**src/div_pkg.sv**
```systemverilog
package div_pkg;

    localparam int XLEN        = 32;
    localparam int DIV_STEPS   = XLEN;          // one quotient bit per step
    localparam int DIV_LATENCY = DIV_STEPS + 1; // steps plus result register

    // per-operation tag carried alongside the data
    localparam int TAG_W       = 3;
    localparam int TAG_NEG_Q   = 0; // negate quotient
    localparam int TAG_NEG_R   = 1; // negate remainder
    localparam int TAG_REM_SEL = 2; // return remainder

    typedef logic [XLEN-1:0]  xlen_t;
    typedef logic [XLEN:0]    prem_t; // one bit wider than divisor
    typedef logic [TAG_W-1:0] div_tag_t;

endpackage

```
**src/div_operand_prep.sv**
```systemverilog
`timescale 1ns/1ns

module div_operand_prep (
    input  div_pkg::xlen_t    dividend,
    input  div_pkg::xlen_t    divisor,
    input  logic              div_sign,
    input  logic              rem_sel,
    output div_pkg::xlen_t    abs_dividend,
    output div_pkg::xlen_t    abs_divisor,
    output div_pkg::div_tag_t tag
);
    import div_pkg::*;

    logic dvd_neg;
    logic dsr_neg;
    logic dsr_zero;

    assign dvd_neg  = div_sign & dividend[XLEN-1];
    assign dsr_neg  = div_sign & divisor[XLEN-1];
    assign dsr_zero = (divisor == '0);

    assign abs_dividend = dvd_neg ? (~dividend + 1'b1) : dividend;
    assign abs_divisor  = dsr_neg ? (~divisor + 1'b1) : divisor;

    // x/0 must stay all ones, so no quotient sign fix there
    // remainder of x/0 is |x| and takes the dividend sign as usual
    always_comb begin
        tag              = '0;
        tag[TAG_NEG_Q]   = (dvd_neg ^ dsr_neg) & ~dsr_zero;
        tag[TAG_NEG_R]   = dvd_neg;
        tag[TAG_REM_SEL] = rem_sel;
    end

endmodule

```
**config.mk**
```make
export PLATFORM = sky130hd
export DESIGN_NAME = div_operand_prep
export DESIGN_NICKNAME = d
export VERILOG_FILES = /design/src/div_pkg.sv /design/src/div_operand_prep.sv
export SDC_FILE = /design/constraint.sdc
export NUM_CORES = 1
export LEC_CHECK = 0
export BUFFER_PORTS_ARGS = -buffer_cell sky130_fd_sc_hd__clkbuf_2
export CORE_ASPECT_RATIO = 1.4
export CORE_MARGIN = 3
export CORE_UTILIZATION = 35
export DETAILED_ROUTE_END_ITERATION = 8
export GPL_TIMING_DRIVEN = 1
export PLACE_DENSITY_LB_ADDON = 0.2
export RECOVER_POWER = 25
export SLEW_MARGIN = 20
export SYNTH_ARGS = -nofsm -noshare
export SYNTH_HDL_FRONTEND = slang
export SYNTH_SLANG_ARGS = --single-unit
```
**constraint.sdc**
```tcl
create_clock -name vclk -period 3.15
set_input_delay 0.63 -clock vclk [all_inputs]
set_output_delay 0.63 -clock vclk [all_outputs]
set_load 0.01 [all_outputs]
```
**Word level (Yosys, flattened, before mapping)**

Cells that the tools add are included.

- Flip-flop bits (word level): 0
- Input port bits: 66
- Output and inout port bits: 67
- Logic and storage cells: 12

- Add/subtract/negate cells: 2
- Mux-type cells: 2
- Bitwise gates (word level): 7
- Reductions and logical operators: 1

Operators with widths:

| kind | number |
|---|---|
| adder 32 x 1 -> 32 bit, second input constant | 2 |
| two-way mux 32 bit | 2 |
| NOT 32 bit | 2 |
| zero test 32 bit | 1 |
| bitwise AND 1 bit | 3 |
| NOT 1 bit | 1 |
| XOR 1 bit | 1 |

**Logic depth before layout (Yosys ltp)**

- Word-level depth: 3
- Depth in mapped cells: 7
- Depth with buffers taken out: 7

**Least setup slack after synthesis**

OpenSTA, ideal clock, no wires.

- Kind: input to output
- Start: in divisor[8]
- End: out abs_divisor[31]
- Data arrival time: 2585 ps
- Path slack: -65 ps
- Stages: 5
- Path through: or4_4 or4_4 or2_4 or4_1 a21boi_1

- Cells in the longest elaborated chain, start to end: 3

RTL lines:

| element | RTL line | RTL |
|---|---|---|
| start, declared | div_operand_prep.sv:5 | `input div_pkg::xlen_t divisor,` |
| NOT 32 bit | div_operand_prep.sv:23 | `assign abs_divisor = dsr_neg ? (~divisor + 1'b1) : divisor;` |
| adder 32 x 1 -> 32 bit | div_operand_prep.sv:23 |  |
| two-way mux 32 bit | div_operand_prep.sv:23 |  |
| end, declared | div_operand_prep.sv:9 | `output div_pkg::xlen_t abs_divisor,` |

Every way passes these cells.

**Final worst setup path**

- Start: in divisor[0]
- End: out abs_divisor[31]

The elaborated chain is that of the path after synthesis.

==> key figures <==
Timing
  – Actual slew at the worst max-slew pin: 0.858 ns
  – Final hold vios: 0
  – Worst setup margin: -0.197 ns
  – Period utilization: 1.06
  – Slew Viols, Final: 0
  – FMAX: roughly 0.30 GHz
  – Slew margin rel.: 0.428
  – Post-route minimum period: between 3 and 4 ns
  – # setup viols final: 8
  – RSZ-0062 raised after global routing: yes
  – Sum Neg Setup Slack: -0.592 ns

Synth
  – Netlist cell types: 33
  – Dominant cell type by area after synthesis: xnor2_1
  – Synthesized area per cell: around 6.6 µm²
  – Post-Syn Area: 0.00138 mm²
  – Post-Syn Nets: ~280
  – Count leader, synth: xnor2_1
  – Commonest cells in the netlist: xnor2_1, xor2_1, nor2_1
  – Top post-synthesis cells by area: xnor2_1, xor2_1, nor2_1
  – Yosys warning count: 0
  – Syn Inst Count: around 210
  – Top cell type's share of synthesized area: 0.197
  – Sequential element share of the synthesized area: 0

Route
  – Met3 wire len: about 400 µm
  – Routed wl met2: between 2000 and 3000 µm
  – Via count: between 2k and 2.5k
  – Drt pass-1 iters: 4
  – Drt drc: 0
  – M1 WL: ~1800 µm
  – DRT iter0 DRCs: 49
  – Top sig layer: met4
  – Vias/cell: just over 5
  – DRT antenna net count: 0
  – DRT Wirelength: between 5000 and 6000 µm
  – WL per Instance: 13.0 µm

Setup path
  – CP peak stage delay: ~0.53 ns
  – Cell mode on critical path: or4_4
  – Worst Setup End Kind: output pin
  – Crit-path cells: buf_6 > or4_4 > or4_4 > or2_4 > or4_4 > a21boi_2 > buf_2
  – Crit Path Max Fanout: 3
  – Slowest-stage cell, CP: or4_4
  – Type of origin of the critical path: input pin
  – Critical path class: in -> out
  – Cell family with most CP delay: simple AND/OR/NAND/NOR gates
  – CP bufs+invs: 2
  – Worst endpoint required time: 2.52 ns
  – Critical Path AT: 2.72 ns

Finish
  – Layout Nets: about 430
  – Fin cells: slightly above 400
  – Diodes inserted: 0
  – P&R area growth vs syn: 79.1%
  – Layout fillers: 344
  – Sequential cells: 0
  – Reg area: 0 µm²
  – Layout cell share with drive strength beyond 1: 0.545
  – Clkbuf count: 0

Power and ir drop
  – Max rail drop VDD: 0.122 mV
  – P_leak: between 0.001 and 0.0015 µW
  – Total Power: 360 µW
  – Power per Cell Area: 145 mW/mm²

Worst hold path
  – Worst Hold Launch: rem_sel
  – Min-Delay Endpoint: tag[2]
  – Hold WC Path Type: in -> out
  – Hold Path Stages: 0

Die
  – Die height: about 80 µm
  – # rows: 26
  – Core area: about 0.0037 mm²
  – Die W: 59.1 µm
  – I/O pins: about 130
  – Starting Density: 0.372
  – Die area: 0.00475 mm²

Placed design
  – DPL Wire Length: about 4400 µm
  – PortBufs: between 100 and 150
  – RD Place Congestion: a little over 0.9
  – # placed instances: between 300 and 400

GRT
  – Gr usage total: 0.197
  – First-pass GRT wire length: approximately 7800 µm
  – Vias in the first global route: 1940
  – Remaining Overflow, GRT: 0
  – Initial antenna violation count: 0
  – Largest net degree at the start of global routing: 25

Job
  – Max-cap viol count: 0

Outcome
  – Status: complete, but fails checks
  – Failing checks: setup timing

Clock tree
  – CTS hold repair buffers: 0
layout make-up:
class | instances | area [µm²] | area share
inverter | 6 | 25.0 | 0.0101
tap | 42 | 52.6 | 0.0212
timing repair buffer | 164 | 908 | 0.367
multi-input combinational | 193 | 1490 | 0.601
per-layer routing:
metal / vias to the layer above / track usage
li1: 1059 / -
met1: 946 / 0.193
met2: 87 / 0.423
met3: 8 / 0.0257
met4: 0 / 0.0227
met5: - / 0
timing repair:
action,CTS,global route
setup buffers,2,4
resized for setup,25,41
gates cloned,0,0
hold endpoints to repair,0,0
pin swaps,6,14
endpoints found under the setup margin,32,31
through the flow:
step                       util  hold WS [ns]  instance area [µm²]  setup slack, ns
final                     0.667          1.26                 2470           -0.197
after global routing      0.667          1.26                 2470           -0.226
after CTS                 0.631          1.26                 2340           -0.176
after detailed placement  0.605          1.26                 2240           -0.219
after global placement    0.605          1.26                 2240           -0.202
after floorplan               -          1.31                 1390          -0.0277
report_power, final:
part           switching, µW  internal (µW)  total (µW)  leakage, µW
Sequential                 0              0           0            0
Clock                      0              0           0            0
Combinational            194            166         360      0.00120
Total                    194            166         360      0.00120
kinds of logic (layout without fill, tap and decap cells):
kind of cell / count (synthesis) / after routing / synth area share
adders and majority gates: 2 / 2 / 0.0181
xor gates and xnor gates: 58 / 58 / 0.368
and+or+nand+nor: 83 / 83 / 0.334
AOI/OAI and AO/OA: 50 / 50 / 0.226
buffers and inverters: 16 / 170 / 0.0543
layout by cell type (no fill, tap or decap), types with 5 or more instances in the layout:
| cell | synthesis | layout |
|---|---|---|
| a21oi_1 | 14 | 11 |
| buf_2 | 0 | 14 |
| buf_4 | 4 | 28 |
| clkbuf_1 | 6 | 6 |
| clkbuf_2 | 0 | 112 |
| nand2_1 | 12 | 11 |
| nor2_1 | 24 | 24 |
| nor3_1 | 9 | 6 |
| nor4_1 | 6 | 5 |
| o21ai_0 | 16 | 7 |
| o21ai_2 | 0 | 7 |
| or3_1 | 11 | 10 |
| or4_4 | 2 | 5 |
| xnor2_1 | 31 | 31 |
| xor2_1 | 27 | 27 |
worst max path at each step:
| stage | start | to | slack (ns) | cells past startpoint |
|---|---|---|---|---|
| after floorplan | divisor[8] | abs_divisor[31] | -0.03 | 5 |
| after global placement | dividend[1] | abs_dividend[28] | -0.20 | 10 |
| after detailed placement | divisor[8] | abs_divisor[31] | -0.22 | 7 |
| after CTS | divisor[0] | abs_divisor[31] | -0.18 | 7 |
| after global routing | divisor[0] | abs_divisor[31] | -0.23 | 7 |
| final | divisor[0] | abs_divisor[31] | -0.20 | 7 |
Power figures use the tool's default switching activity.
