File: src/div_pkg.sv
package div_pkg;

    localparam int XLEN        = 32;
    localparam int DIV_STEPS   = XLEN;          // one quotient bit per step
    localparam int DIV_LATENCY = DIV_STEPS + 1; // steps plus result register

    // per-operation tag carried alongside the data
    localparam int TAG_W       = 3;
    localparam int TAG_NEG_Q   = 0; // negate quotient
    localparam int TAG_NEG_R   = 1; // negate remainder
    localparam int TAG_REM_SEL = 2; // return remainder

    typedef logic [XLEN-1:0]  xlen_t;
    typedef logic [XLEN:0]    prem_t; // one bit wider than divisor
    typedef logic [TAG_W-1:0] div_tag_t;

endpackage

File: src/div_result.sv
`timescale 1ns/1ns

module div_result (
    input  logic              clk,
    input  logic              rstn,
    input  logic              pipe_valid,
    input  div_pkg::xlen_t    quotient,
    input  div_pkg::xlen_t    remainder,
    input  div_pkg::div_tag_t pipe_tag,
    output logic              res_rdy,
    output div_pkg::xlen_t    div_res
);
    import div_pkg::*;

    xlen_t quot_fix;
    xlen_t rem_fix;
    xlen_t res_sel;

    assign quot_fix = pipe_tag[TAG_NEG_Q] ? (~quotient + 1'b1) : quotient;
    assign rem_fix  = pipe_tag[TAG_NEG_R] ? (~remainder + 1'b1) : remainder;
    assign res_sel  = pipe_tag[TAG_REM_SEL] ? rem_fix : quot_fix;

    always_ff @(posedge clk or negedge rstn) begin
        if (!rstn) begin
            res_rdy <= 1'b0;
            div_res <= '0;
        end else begin
            res_rdy <= pipe_valid; // one cycle pulse per operation
            if (pipe_valid) begin
                div_res <= res_sel;
            end
        end
    end

    a_res_known: assert property (@(posedge clk) disable iff (!rstn)
        res_rdy |-> !$isunknown(div_res));

endmodule

File: config.mk
export PLATFORM = sky130hd
export DESIGN_NAME = div_result
export DESIGN_NICKNAME = d
export VERILOG_FILES = /design/src/div_pkg.sv /design/src/div_result.sv
export SDC_FILE = /design/constraint.sdc
export NUM_CORES = 1
export LEC_CHECK = 0
export ABC_CLOCK_PERIOD_IN_PS = 840
export BUFFER_PORTS_ARGS = -buffer_cell sky130_fd_sc_hd__buf_2
export CAP_MARGIN = 30
export CORE_MARGIN = 3
export CORE_UTILIZATION = 40
export DETAILED_ROUTE_END_ITERATION = 6
export GPL_ROUTABILITY_DRIVEN = 1
export GPL_TIMING_DRIVEN = 0
export MAX_ROUTING_LAYER = met4
export PLACE_DENSITY_LB_ADDON = 0.3
export SLEW_MARGIN = 40
export SYNTH_ARGS = -nofsm -noshare
export SYNTH_HDL_FRONTEND = slang
export SYNTH_SLANG_ARGS = --single-unit
File: constraint.sdc
create_clock -name clk -period 0.84 [get_ports clk]
set_input_delay 0.168 -clock clk [delete_from_list [all_inputs] [get_ports clk]]
set_output_delay 0.168 -clock clk [all_outputs]
set_load 0.005 [all_outputs]
# Word-level counts from Yosys, hierarchy flattened
# Cells that the tools add are included.
[classes]
addsub = 2
n_mux = 3
bitwise = 2
[op_table]
columns = ["op", "count"]
rows = [
  ["2-to-1 mux 32 bit", 3],
  ["adder 32 x 1 -> 32 bit, second input constant", 2],
  ["NOT 32 bit", 2],
]
[totals]
register_bits = 33
input_bits = 70
out_inout_bits = 33
wordCells = 9

# Depth between registers and ports, before layout
[logic_depth]
ltp_word = 4
mapped_depth = 8
ltp_nobuf = 7

# Worst setup path after synthesis
# Ideal clock, no wire load.
[synth_path]
path_type = "input-to-reg"
from = "input remainder[0]"
to = "register div_res[28]"
setup_ns = 0.142
t_arrival_ns = 1.897
t_required_ns = 0.698
path_slack_ns = -1.199
path_stages = 8
n_path_buf = 1
cell_sequence = "inv_1 ha_1 or3b_2 clkbuf_1 or3_4 o41ai_2 xor2_1 o2111ai_1"
[synth_between]
elab_chain_len = 4
[synth_rtl]
columns = ["item", "line_no", "source"]
rows = [
  ["start, declared", "div_result.sv:8", "input div_pkg::xlen_t remainder,"],
  ["NOT 32 bit", "div_result.sv:20", "assign rem_fix = pipe_tag[TAG_NEG_R] ? (~remainder + 1'b1) : remainder;"],
  ["adder 32 x 1 -> 32 bit", "div_result.sv:20", ""],
  ["2-to-1 mux 32 bit", "div_result.sv:20", ""],
  ["2-to-1 mux 32 bit", "div_result.sv:21", "assign res_sel = pipe_tag[TAG_REM_SEL] ? rem_fix : quot_fix;"],
  ["end signal, assigned", "div_result.sv:30", "div_res <= res_sel;"],
  ["end, declared", "div_result.sv:11", "output div_pkg::xlen_t div_res"],
]
# Every way passes these cells.
# A chain may end at the register's enable or synchronous reset.

# Worst setup path in the final report
[layout_path]
from = "input quotient[20]"
to = "register div_res[30]"
[layout_between]
elab_chain_len = 4
[layout_rtl]
columns = ["item", "line_no", "source"]
rows = [
  ["start, declared", "div_result.sv:7", "input div_pkg::xlen_t quotient,"],
  ["NOT 32 bit", "div_result.sv:19", "assign quot_fix = pipe_tag[TAG_NEG_Q] ? (~quotient + 1'b1) : quotient;"],
  ["adder 32 x 1 -> 32 bit", "div_result.sv:19", ""],
  ["2-to-1 mux 32 bit", "div_result.sv:19", ""],
  ["2-to-1 mux 32 bit", "div_result.sv:21", ""],
]
# Every way passes these cells.

==> results by group <==
Layout
  – Fill cells: 579
  – Share of layout cells above drive strength 1: 0.524
  – Area Overhead vs Synth: 72.4%
  – Antenna cell count: 0
  – Nets: ~580
  – Design Area, Final: about 5200 µm²

CTS
  – CTS HTree Levels: 2
  – Clock Path Buffers: 2
  – Clk_lat worst skew: 280 ps
  – Root Driver: clkbuf_8
  – Clock-pin slew of the registers on the worst-case setup and hold paths: ~80 ps
  – Num Clock Sinks: 33
  – Cts bufs inserted: 5
  – CTS tree: done

Synth
  – Ys flop type: dfrtp_1
  – Post-synth EDFFs: 0
  – Mapped Cells: about 350
  – Synth Warn #: 0
  – Synth unique cells: 60
  – Synth Register Bits: 33
  – Async S/R FF share, synth: 1.00
  – Synth cell count leaders: dfrtp_1, xor2_1, nor2_1, clkbuf_1, nand2_1
  – Syn_nets: about 420
  – Post-synth top area cell: dfrtp_1
  – Most common cell in the netlist: dfrtp_1
  – Synth Area per Inst: approximately 9 µm²
  – Largest cells by area after synthesis: dfrtp_1, xor2_1, mux2i_1
  – Top-area cell type share of the netlist area: 0.273
  – Sequential fraction of the synthesis area: 0.273
  – Cell Area, Synth: just over 3000 µm²

Setup path
  – Crit start category: input pin
  – Setup Crit Path Kind: in2reg
  – Critical-path cell list: clkbuf_4 > or4_4 > or4_4 > o31ai_2 > xor2_1 > a221oi_1
  – Crit-path max FO: 6
  – CP peak stage delay: ~540 ps
  – Reg2Reg Capture Point: div_res[15]
  – R2r worst-path depth: 2
  – WP data required: 1020 ps
  – CP endpoint kind: register
  – Worst EP arrival: ~2100 ps
  – Most used cell, CP: or4_4
  – Reg2Reg Setup Slack: -140 ps
  – FF-to-FF Start: div_res[15]
  – Crit-path slowest cell: or4_4

Global route
  – Largest net degree at the start of global routing: 34
  – Vias in the first global route: roughly 3,700
  – Antenna violations before repair: 0
  – Global-route wire length before repair: between 15 and 20 mm
  – Total grt overflow: 0
  – GRT Util Overall: 0.284

STA
  – Final Hold Vio Count: 0
  – Slew margin rel.: 0.494
  – Min Tclk post-route: 1940 ps
  – Setup slack after layout: -1100 ps
  – Final TNS setup: -28,430 ps
  – Worst Skew: 0 ps
  – Max-slew violation count: 0
  – RSZ-0062 raised after global routing: true
  – Setup Viol. Count Final: 64
  – Worst-Margin Slew: around 760 ps
  – Final worst-path cycle share: 2.31
  – Max Clk Rate: slightly above 0.5 GHz

Place
  – Gp weighted congestion: 0.925
  – Placed cell areas: 4080 µm²
  – Post-DP HPWL: between 8 and 9 mm
  – Input/output buffers: 99

Min path
  – Hold depth: 1
  – Hold_sp: pipe_valid
  – Hold Crit Endpoint: res_rdy
  – Hold/Removal Path Class: in2reg

Drt
  – Routed wire per std cell: 20.4 µm
  – DRT antenna net count: 0
  – DR vias/cell: slightly above 6
  – Drt pass-1 iters: 4
  – Starting DRC count in detailed routing: between 150 and 200
  – # DRC: 0
  – Final WL: about 12 mm
  – Via count: between 3,000 and 4,000

Floorplan
  – Core area: approximately 7300 µm²
  – Die Wd: around 93 µm
  – Initial core utilization: 0.415
  – Row count: 31
  – Die height: 93.0 µm
  – Die Area: slightly below 9000 µm²
  – # IOs: 103

Outcome
  – Failing checks: setup timing
  – Status: finished with violations

Run
  – Max_cap viols: 0

Power
  – Leak: 2.30 nW
  – PwrDens: ~1100 nW/µm²
  – Peak VDD IR: a little over 0.8 mV
==> logic make-up after synthesis <==
family,Yosys count,synth area share
buf+inv,36,0.0475
simple gates,114,0.224
xor+xnor,42,0.122
mux,24,0.0827
flops,33,0.273
fa+ha+maj,2,0.00827
compound gates,94,0.243
==> critical path: cells and delay by family <==
kind	cells	cell delay [ps]
AO/OA/AOI/OAI	2	590
buffers and inverters	1	160
XOR/XNOR	1	130
AND/OR/NAND/NOR	2	1080
==> per-stage QoR <==
| step | hold slack [ps] | utilization | setup WS, ps | power, W | std cells |
|---|---|---|---|---|---|
| detailed placement | 286 | 0.560 | -1530 | 0.00375 | 543 |
| global route | 1.60 | 0.716 | -1150 | 0.00585 | 605 |
| floorplan | -128 | - | -1150 | 0.00289 | 345 |
| finish | 8.03 | 0.716 | -1100 | 0.00559 | 605 |
| CTS | -28.6 | 0.676 | -1050 | 0.00539 | 589 |
| global placement | 287 | 0.560 | -1520 | 0.00370 | 543 |
==> report_power, final <==
group / internal [W] / switching [W]
sequential: 0.00181 / 0.000137
clock: 0.000651 / 0.000607
combinational: 0.00121 / 0.00117
==> cell type report <==
type	instances	area, µm²	share of cell area
buffer	21	236	0.0453
timing repair buffer	156	1130	0.217
multi-input combinational	276	2720	0.522
inverter	13	90.1	0.0173
sequential	33	826	0.158
clock buffer	7	86.3	0.0165
tap	99	124	0.0237
==> state kept, by name, summed over array words and instances (netlist names) <==
| name | flops |
|---|---|
| div_res | 32 |
| res_rdy | 1 |
==> worst max-delay path by stage <==
stage / startpoint / endpoint / slack (ps) / depth (start not counted)
2_1_floorplan: quotient[16] / div_res[25] / -1150 / 6
3_3_place_gp: remainder[1] / div_res[28] / -1520 / 9
3_5_place_dp: remainder[1] / div_res[28] / -1530 / 9
4_1_cts: quotient[17] / div_res[31] / -1050 / 7
5_1_grt: quotient[20] / div_res[30] / -1150 / 6
6_report: quotient[20] / div_res[30] / -1100 / 6
==> metal layers <==
metal	part of all wire	routed length [µm]	global-route usage
met1	0.39	4850	0.347
met2	0.50	6130	0.471
met3	0.064	790	0.0442
met4	0.044	545	0.115
met5	0	0	-
==> what timing repair did <==
action / in CTS / in global routing
resized for setup: 89 / 29
buffers inserted: 41 / 16
setup endpoints to repair: 64 / 64
hold endpoints to repair: 33 / 33
pin swaps: 41 / 24
==> layout by cell type (no fill, tap or decap), drive strengths merged, types with 2 or more instances in the layout <==
cell type	n
o211ai	5
or4	11
or2	2
nand2	18
xnor2	17
o41a	2
o221ai	8
or3	13
xor2	25
a21oi	9
nor2	20
nand3	10
clkinv	2
a31oi	7
ha	2
o31ai	13
nand4	4
a41oi	3
o21ai	15
dfrtp	33
mux2	8
buf	157
a221o	5
inv	11
a221oi	3
o41ai	10
and3	8
o31a	2
mux2i	16
nor3	8
nor4	12
a32oi	2
nand2b	2
clkbuf	26
Power figures use the tool's default switching activity.
